$ cat src/source/ooo_pkg.sv
package ooo_pkg;

  localparam int XLEN = 32;
  localparam int REG_COUNT = 16;
  localparam int REG_BITS = 4;
  localparam int STATION_SIZE = 8;
  localparam int INDEX_BITS = 3;
  localparam int TAG_BITS = 4;      // unit bit, then entry index.
  localparam int IMM_BITS = 16;
  localparam int MUL_LATENCY = 3;

  typedef enum logic [2:0] {
    OP_ADD,
    OP_SUB,
    OP_AND,
    OP_OR,
    OP_XOR,
    OP_ADDI,                        // imm replaces second operand.
    OP_MUL
  } op_e;

  typedef enum logic [0:0] {
    UNIT_ALU = 1'b0,
    UNIT_MUL = 1'b1
  } unit_e;

endpackage

$ cat src/source/alu_unit.sv
`timescale 1ns/1ns

module alu_unit (
  input  logic                         global_bus,
  input  logic                         rst_n,
  input  logic                         exec_valid,
  input  ooo_pkg::op_e                 exec_op,
  input  logic [ooo_pkg::XLEN-1:0]     exec_a,
  input  logic [ooo_pkg::XLEN-1:0]     exec_b,
  input  logic [ooo_pkg::TAG_BITS-1:0] exec_tag,
  output logic                         cdb_valid,
  output logic [ooo_pkg::TAG_BITS-1:0] cdb_tag,
  output logic [ooo_pkg::XLEN-1:0]     cdb_value
);
  import ooo_pkg::*;

  logic [XLEN-1:0] result;

  always_comb begin
    case (exec_op)
      OP_SUB:  result = exec_a - exec_b;
      OP_AND:  result = exec_a & exec_b;
      OP_OR:   result = exec_a | exec_b;
      OP_XOR:  result = exec_a ^ exec_b;
      default: result = exec_a + exec_b;    // add and addi.
    endcase
  end

  always_ff @(posedge global_bus or negedge rst_n) begin
    if (!rst_n) begin
      cdb_valid <= 1'b0;
    end else begin
      cdb_valid <= exec_valid;
    end
  end

  always_ff @(posedge global_bus) begin
    cdb_tag   <= exec_tag;
    cdb_value <= result;
  end

endmodule

$ cat config.mk
export PLATFORM = sky130hd
export DESIGN_NAME = alu_unit
export DESIGN_NICKNAME = d
export VERILOG_FILES = /design/src/source/ooo_pkg.sv /design/src/source/alu_unit.sv
export SDC_FILE = /design/constraint.sdc
export NUM_CORES = 1
export LEC_CHECK = 0
export BUFFER_PORTS_ARGS = -buffer_cell sky130_fd_sc_hd__buf_4
export CAP_MARGIN = 40
export CORE_ASPECT_RATIO = 1.2
export CORE_MARGIN = 5
export CORE_UTILIZATION = 55
export CTS_BUF_LIST = sky130_fd_sc_hd__clkbuf_8
export CTS_CLUSTER_DIAMETER = 80
export DETAILED_ROUTE_END_ITERATION = 16
export PLACE_DENSITY = 0.89
export RECOVER_POWER = 25
export SETUP_SLACK_MARGIN = 0.2
export SLEW_MARGIN = 20
export SYNTH_ARGS = -nofsm -noshare
export SYNTH_HDL_FRONTEND = slang
export SYNTH_SLANG_ARGS = --single-unit
export TNS_END_PERCENT = 30
$ cat constraint.sdc
create_clock -name global_bus -period 0.8 [get_ports global_bus]
set_input_delay 0 -clock global_bus [delete_from_list [all_inputs] [get_ports global_bus]]
set_output_delay 0 -clock global_bus [all_outputs]
set_load 0.005 [all_outputs]
==> summary.md, run 1 <==
| Metric | Value |
|---|---|
| Mapped Nets | `826` |
| Die height | `113.9 µm` |
| Io pins | `111` |
| GP Congestion | `1.062` |
| Synth area leader | `ha_1` |
| Largest net degree at the start of global routing | `60` |
| Asr flop ratio synth | `0.02703` |
| Total congestion overflow | `39` |
| I/O Buffers | `110` |
| Sink Count | `37` |
| Outcome | `aborted with a tool error` |
| Synth top area share | `0.2425` |
| First-pass GRT wire length | `54300 µm` |
| Dpl cells | `1056` |
| TritonCTS Buffers | `5` |
| Main combinational cell family by area after synthesis | `compound AO/OA/AOI/OAI gates` |
| Synth Area in Adders | `0.2466` |
| Clk buf depth | `2` |
| Run Error | `[ERROR GRT-0116] Global routing finished with congestion. Check the congestion regions in the DRC Viewer.` |
| Stage where the run ended | `global routing (5_1_grt)` |
| Starting density of the core | `0.5540` |
| Root buf cell | `clkbuf_8` |
| Post-Syn Area | `4952 µm²` |
| H-tree levels | `2` |
| XOR/XNOR Fraction of Synth Area | `0.1026` |
| Mux contribution to synthesized area | `0.01213` |
| Placed cell area | `7402 µm²` |
| Gr usage total | `0.6335` |
| Number of synthesized flops with an enable pin | `0` |
| Synth area leaders | `ha_1, dfxtp_1, xnor2_1, a21oi_1, inv_1` |
| Post-Synth Simple-Gate Area | `0.1455` |
| Synth unique cells | `53` |
| Number of global-route vias before repair | `9069` |
| Compound-Gate Fraction of Synth Area | `0.2640` |
| Synth Register Bits | `37` |
| # rows | `38` |
| DP HPWL | `16120 µm` |
| Post-Syn Instances | `655` |
| Die span in x | `96.62 µm` |
| Post-synth top flop | `dfxtp_1` |
| Register area share after synthesis | `0.1506` |
| Syn avg cell area | `7.561 µm²` |
| Synth Warn # | `0` |
-- per-stage QoR --
stage / utilization / setup slack, ns
after global placement: 0.8281 / -2.657
after CTS: 0.9423 / -2.353
after detailed placement: 0.8281 / -2.931
after floorplan: - / -2.476
-- cell families after synthesis --
logic type / Yosys count
AO/OA/AOI/OAI: 208
AND/OR/NAND/NOR: 148
buffers and inverters: 101
adder cells (fa/ha/maj): 97
XOR/XNOR: 58
flip-flops: 37
multiplexers: 6
-- metal layers --
layer | track usage | overflow
met2 | 0.8794 | 18
met5 | 0.05882 | 0
met4 | 0.6442 | 20
met3 | 0.3682 | 1
met1 | 0.6391 | 0
-- repair_timing --
| action | CTS |
|---|---|
| pin swaps | 72 |
| hold buffers | 6 |
| resized for setup | 157 |
| endpoints found under the hold margin | 6 |
| setup buffers | 25 |
| endpoints found under the setup margin | 69 |
-- cells in the mapped netlist (11+ instances only) --
cell type,n
a211oi_1,18
a21o_1,20
a21oi_1,74
clkbuf_1,26
dfxtp_1,36
ha_1,96
inv_1,74
nand2_1,27
nor2_1,59
nor3_1,11
o21ai_0,32
o22ai_1,15
xnor2_1,48
==> run 2, diff against run 1 <==
CORE_ASPECT_RATIO = unset   (was 1.2)
CORE_UTILIZATION = 40   (was 55)
CTS_BUF_LIST = unset   (was sky130_fd_sc_hd__clkbuf_8)
CTS_CLUSTER_DIAMETER = unset   (was 80)
PLACE_DENSITY = unset   (was 0.89)
PLACE_DENSITY_LB_ADDON = 0.15   (was unset)
SETUP_SLACK_MARGIN = unset   (was 0.2)
==> run 2 against run 1 <==
Synthesized area did not move. The flow now finishes, with violations (setup timing). Synthesized cell count did not move.
==> summary.md, run 2 <==
| Metric | Value |
|---|---|
| Die Area | `14710 µm²` |
| Die span in x | `121.3 µm (was 96.62 µm)` |
| Maximum vdd drop | `0.0009073 V` |
| Antenna Violating Nets Remaining | `0` |
| Number of global-route vias before repair | `6167` |
| Startpoint Class | `input port` |
| Synth area leaders | `ha_1, dfxtp_1, xnor2_1, a21oi_1, inv_1 (unchanged)` |
| Vias per cell | `5.155` |
| Slew Limit Headroom | `0.6726` |
| Remaining DRCs | `0` |
| H-tree levels | `2 (unchanged)` |
| Largest net degree at the start of global routing | `62` |
| Final min period | `3.164 ns` |
| Synth Warn # | `0 (unchanged)` |
| Worst Tran Pin Value | `0.4911 ns` |
| # rows | `40 (was 38)` |
| TritonCTS Buffers | `5 (unchanged)` |
| Biggest register | `cdb_value` |
| Worst endpoint required time | `0.97 ns` |
| Starting density of the core | `0.4106 (was 0.5540)` |
| Most common cell in the netlist | `ha_1 (unchanged)` |
| Mapped Nets | `826 (unchanged)` |
| Asr flop ratio synth | `0.02703 (unchanged)` |
| Total congestion overflow | `0` |
| Most common cell after layout, fill and taps aside | `buf_4` |
| Via count of the routed design | `5949` |
| Max Fclk | `0.3161 GHz` |
| Max reg flops | `32` |
| Sink Count | `37 (unchanged)` |
| Fill count | `998` |
| Fin. Hold Viols | `0` |
| Slew Viols, Final | `0` |
| Number of synthesized flops with an enable pin | `0 (unchanged)` |
| Critical path arrival | `3.33 ns` |
| GP Congestion | `0.9230 (was 1.062)` |
| Power per cell area | `1289 nW/µm²` |
| RSZ-0062 raised after global routing | `yes` |
| Ratio of cells with drive above 1 in the final layout | `0.4594` |
| Clk buf depth | `2 (unchanged)` |
| TritonCTS clock tree | `built` |
| Dpl cells | `1117 (was 1056)` |
| DR iter-0 viols | `201` |
| Worst-path clk slew | `0.06 ns` |
| Finished Cell Area | `8464 µm²` |
| Die height | `121.3 µm (was 113.9 µm)` |
| Gr usage total | `0.2497` |
| Crit path capture type | `flop` |
| Fin crit share | `3.955` |
| Synth Register Bits | `37 (unchanged)` |
| Synth unique cells | `53 (unchanged)` |
| First drt pass iteration count | `4` |
| Commonest cells post-synth | `ha_1, a21oi_1, inv_1, nor2_1, xnor2_1 (unchanged)` |
| Crit path max fanout | `3` |
| Failing checks | `setup timing` |
| Type of the worst setup path | `in2reg` |
| Root buf cell | `clkbuf_16 (was clkbuf_8)` |
| Top Registers | `cdb_value: 32 flops, cdb_tag: 4 flops, cdb_valid: 1 flops` |
| Register area share after synthesis | `0.1506 (unchanged)` |
| Nets | `1156` |
| Worst min-delay path class | `in2async` |
| WL final | `18480 µm` |
| Initial antenna violation count | `0` |
| Post-Syn Area | `4952 µm² (unchanged)` |
| Core box area | `12060 µm²` |
| I/O Buffers | `110 (unchanged)` |
| Worst Slack Setup Final | `-2.364 ns` |
| Synth top area share | `0.2425 (unchanged)` |
| Synth area leader | `ha_1 (unchanged)` |
| Most frequent cells in the layout | `buf_4, ha_1, inv_1` |
| Post-synth top flop | `dfxtp_1 (unchanged)` |
| Outcome | `complete, but fails checks (was aborted with a tool error)` |
| CP endpoint | `cdb_value[30]$_DFF_P_` |
| Syn avg cell area | `7.561 µm² (unchanged)` |
| Placed cell area | `7585 µm² (was 7402 µm²)` |
| Routed WL per cell | `16.01 µm` |
| Final setup violation count | `31` |
| Area added between synthesis and finish | `70.92%` |
| Crit path from | `exec_b[16]` |
| Util after Layout | `0.7018` |
| Post-Layout Cell Count | `1154` |
| First-pass GRT wire length | `29680 µm` |
| Post-Syn Instances | `655 (unchanged)` |
| Static Leak | `0.004260 µW` |
| MaxCap Viol Count | `0` |
| DP HPWL | `14520 µm (was 16120 µm)` |
| Antenna cells | `0` |
| Io pins | `111 (unchanged)` |
-- run 2: cell counts after synthesis --
Identical to the previous run, type by type.
-- run 2: routing by layer --
layer	share of wire	global-route usage
met3	0.032	0.02937
met5	0	0
met2	0.51	0.4568
met1	0.44	0.3051
met4	0.017	0.07353
-- run 2: worst max-delay path, cell delays in order --
cell	delay, ns
buf_6	0.09
or4_4	0.53
or4_4	0.53
buf_6	0.15
nor2_4	0.13
buf_6	0.13
nor2_4	0.03
xnor2_2	0.12
ha_1	0.32
nand2_1	0.16
o21ai_1	0.12
a21oi_1	0.17
o21ai_1	0.13
a31o_2	0.28
a31oi_2	0.17
xor2_1	0.18
o21ai_1	0.09
-- run 2: where the power goes --
| group | internal, µW | switching (µW) | leakage (µW) |
|---|---|---|---|
| clock network | 1150 | 860 | 0.0000696 |
| logic | 3510 | 3010 | 0.00387 |
| registers | 2260 | 124 | 0.000315 |
| total | 6920 | 4000 | 0.00426 |
-- run 2: area by class of cell --
cell class / count / area, µm² / share of cell area
Timing Repair Buffer: 350 / 2724 / 0.3218
Multi-Input combinational cell: 517 / 4364 / 0.5156
Clock inverter: 3 / 17.52 / 0.002069
Clock buffer: 5 / 125.1 / 0.01478
Tap cell: 168 / 210.2 / 0.02483
Inverter: 74 / 277.8 / 0.03282
Sequential cell: 37 / 745.7 / 0.08810
-- run 2: per-stage QoR --
step                hold slack (ns)  setup TNS (ns)  setup slack (ns)  total power (µW)
finish                      0.04608          -53.30            -2.364             10910
CTS                        0.009250          -52.14            -2.273             10820
detailed placement          -0.2239          -66.76            -2.811              8123
floorplan                   -0.2956          -53.46            -2.476              5153
global placement            -0.2249          -65.68            -2.744              8031
global route                0.05487          -57.48            -2.484             11680
-- run 2: worst min path at each step --
| stage | from | to | slack [ns] | depth (start not counted) |
|---|---|---|---|---|
| 2_1_floorplan | rst_n | cdb_valid$_DFF_PN0_ | -0.30 | 0 |
| 3_3_place_gp | rst_n | cdb_valid$_DFF_PN0_ | -0.22 | 1 |
| 3_5_place_dp | rst_n | cdb_valid$_DFF_PN0_ | -0.22 | 1 |
| 4_1_cts | rst_n | cdb_valid$_DFF_PN0_ | 0.009 | 2 |
| 5_1_grt | rst_n | cdb_valid$_DFF_PN0_ | 0.05 | 2 |
| 6_report | rst_n | cdb_valid$_DFF_PN0_ | 0.05 | 2 |
-- run 2: logic make-up after synthesis --
group | share of synthesized area
AOI/OAI and AO/OA | 0.2640
xor gates and xnor gates | 0.1026
adders and majority gates | 0.2466
buffers and inverters | 0.07857
DFF | 0.1506
muxes | 0.01213
and+or+nand+nor | 0.1455
-- run 2: repair_timing --
| item | in CTS | in global routing |
|---|---|---|
| endpoints found under the hold margin | 6 | 0 |
| gates resized for setup | 95 | 25 |
| setup buffers | 16 | 7 |
| setup endpoints to repair | 32 | 31 |
| hold buffers | 6 | 0 |
| pin swaps | 60 | 18 |
Note: power is estimated with default switching activity, not from simulation.
==> run 3, diff against run 2 <==
clock period = 3.2 ns   (was 0.8 ns; I/O delays follow)
==> run 3 against run 2 <==
The run now ends clean. Sequential power fell by 75%. Sequential cell count unchanged. Cell count fell by 9.2%. Worst hold slack got worse by 0.018 ns. Combinational power down 79%. Critical endpoint unchanged. Largest power group unchanged.
==> summary.md, run 3 (synthesized netlist as in run 2, its figures left out) <==
| Metric | Value |
|---|---|
| Outcome | `complete, no violations (was complete, but fails checks)` |
| Worst-path clk slew | `0.06 ns (about the same)` |
| Slew Viols, Final | `0 (unchanged)` |
| WL final | `17030 µm (was 18480 µm)` |
| Post-Route Setup TNS | `0 ns (was -53.30 ns)` |
| Static Leak | `0.003645 µW (was 0.004260 µW)` |
| Slew Limit Headroom | `0.6335 (was 0.6726)` |
| Type of the worst setup path | `in2reg (unchanged)` |
| Max Fclk | `0.3196 GHz` |
| Most common cell after layout, fill and taps aside | `buf_4 (unchanged)` |
| H-tree levels | `2 (unchanged)` |
| GP Congestion | `0.9752 (was 0.9230)` |
| Antenna Violating Nets Remaining | `0 (unchanged)` |
| CP bufs+invs | `2 (was 3)` |
| Top Registers | `cdb_value: 32 flops, cdb_tag: 4 flops, cdb_valid: 1 flops (unchanged)` |
| Maximum vdd drop | `0.0001723 V (was 0.0009073 V)` |
| Slowest cell on the critical path | `or4_4 (unchanged)` |
| Die height | `121.3 µm (unchanged)` |
| Fill count | `1138 (was 998)` |
| Clk buf depth | `2 (unchanged)` |
| Total congestion overflow | `0 (unchanged)` |
| Crit path capture type | `flop (unchanged)` |
| Via count of the routed design | `5436 (was 5949)` |
| Place WS | `-0.4061 ns (was -2.811 ns)` |
| Crit-path leading delay family | `simple AND/OR/NAND/NOR gates (unchanged)` |
| Number of global-route vias before repair | `5370 (was 6167)` |
| Sink Count | `37 (unchanged)` |
| Critical Path Max Stage Delay | `0.58 ns (was 0.53 ns)` |
| Critical path arrival | `3.30 ns (was 3.33 ns)` |
| Worst Slack Setup Final | `0.07106 ns (was -2.364 ns)` |
| TritonCTS Buffers | `5 (unchanged)` |
| Io pins | `111 (unchanged)` |
| Startpoint Class | `input port (unchanged)` |
| Die Area | `14710 µm² (unchanged)` |
| Biggest register | `cdb_value (unchanged)` |
| DP HPWL | `13750 µm (was 14520 µm)` |
| Final min period | `3.129 ns` |
| Power per cell area | `354.9 nW/µm² (was 1289 nW/µm²)` |
| RSZ-0062 raised after global routing | `yes (unchanged)` |
| Area added between synthesis and finish | `46.13% (was 70.92%)` |
| Final setup violation count | `0 (was 31)` |
| Ratio of cells with drive above 1 in the final layout | `0.3261 (was 0.4594)` |
| Worst min-delay path class | `in2async (unchanged)` |
| # rows | `40 (unchanged)` |
| Crit path max fanout | `4 (was 3)` |
| Initial antenna violation count | `0 (unchanged)` |
| Root buf cell | `clkbuf_16 (unchanged)` |
| Fin crit share | `0.9778` |
| First drt pass iteration count | `4 (unchanged)` |
| Most frequent cells in the layout | `buf_4, ha_1, inv_1 (unchanged)` |
| TritonCTS clock tree | `built (unchanged)` |
| Core box area | `12060 µm² (unchanged)` |
| Remaining DRCs | `0 (unchanged)` |
| Routed WL per cell | `16.25 µm (was 16.01 µm)` |
| MaxCap Viol Count | `0 (unchanged)` |
| Util after Layout | `0.6000 (was 0.7018)` |
| Worst Tran Pin Value | `0.5486 ns (was 0.4911 ns)` |
| Max reg flops | `32 (unchanged)` |
| DR iter-0 viols | `250 (was 201)` |
| Die span in x | `121.3 µm (unchanged)` |
| Crit path cell chain | `buf_4 > or4_4 > or4_4 > nor4_4 > buf_4 > nand3_2 > o31ai_2 > xnor2_1 > ha_1 > a31oi_1 > nand2_1 > a31o_2 > a31oi_1 > xor2_1 > o21ai_1 (was buf_6 > or4_4 > or4_4 > buf_6 > nor2_4 > buf_6 > nor2_4 > xnor2_2 > ha_1 > nand2_1 > o21ai_1 > a21oi_1 > o21ai_1 > a31o_2 > a31oi_2 > xor2_1 > o21ai_1)` |
| Vias per cell | `5.187 (was 5.155)` |
| Gr usage total | `0.2300 (was 0.2497)` |
| I/O Buffers | `110 (unchanged)` |
| Starting density of the core | `0.4106 (unchanged)` |
| Worst endpoint required time | `3.37 ns (was 0.97 ns)` |
| Fin. Hold Viols | `0 (unchanged)` |
| Largest net degree at the start of global routing | `32 (was 62)` |
| First-pass GRT wire length | `27300 µm (was 29680 µm)` |
| Antenna cells | `0 (unchanged)` |
| Nets | `1050 (was 1156)` |
[run 3: per-layer routing]
layer,wire [µm],up-vias,GRT usage
met5,0,-,0
met4,302,0,0.05322
met3,724,23,0.02564
met2,8279,134,0.4060
met1,7725,2523,0.2998
li1,-,2756,-
[run 3: final timing paths]
| path | cells past startpoint | startpoint | endpoint | slack, ns |
|---|---|---|---|---|
| setup / recovery | 15 | exec_b[16] | cdb_value[30]$_DFF_P_ | 0.07 |
| hold / removal | 2 | rst_n | cdb_valid$_DFF_PN0_ | 0.03 |
| max in group asynchronous | 2 | rst_n | cdb_valid$_DFF_PN0_ | 3.09 |
| min in group global_bus | 4 | exec_a[1] | cdb_value[1]$_DFF_P_ | 0.14 |
[run 3: power breakdown]
part	switching, µW	internal [µW]	total, µW
Clock	232	390	622
Combinational	653	697	1350
Sequential	30.7	566	597
Total	916	1650	2570
[run 3: final cells by class]
class	instances	area [µm²]	area share
clock buffers	6	138.9	0.01919
flip-flops and latches	37	745.7	0.1030
multi-input cells	517	3980	0.5500
clock inverters	2	37.54	0.005187
repair buffers	244	1847	0.2552
inverters	74	277.8	0.03838
well taps	168	210.2	0.02905
[run 3: repair_timing]
action / CTS / global route
buffers inserted: 0 / 0
pin swaps: 1 / 5
hold buffers: 6 / 0
endpoints found under the setup margin: 6 / 15
resized for setup: 7 / 28
hold endpoints to repair: 6 / 0
[run 3: stage by stage]
stage | power, µW | cells | cell area (µm²) | hold WS, ns
CTS | 2563 | 1048 | 7124 | 0.005231
global route | 2753 | 1048 | 7237 | 0.04266
detailed placement | 1913 | 1034 | 6852 | -0.2241
global placement | 1900 | 1034 | 6852 | -0.2250
floorplan | 1267 | 655 | 4971 | -0.2956
finish | 2568 | 1048 | 7237 | 0.02796
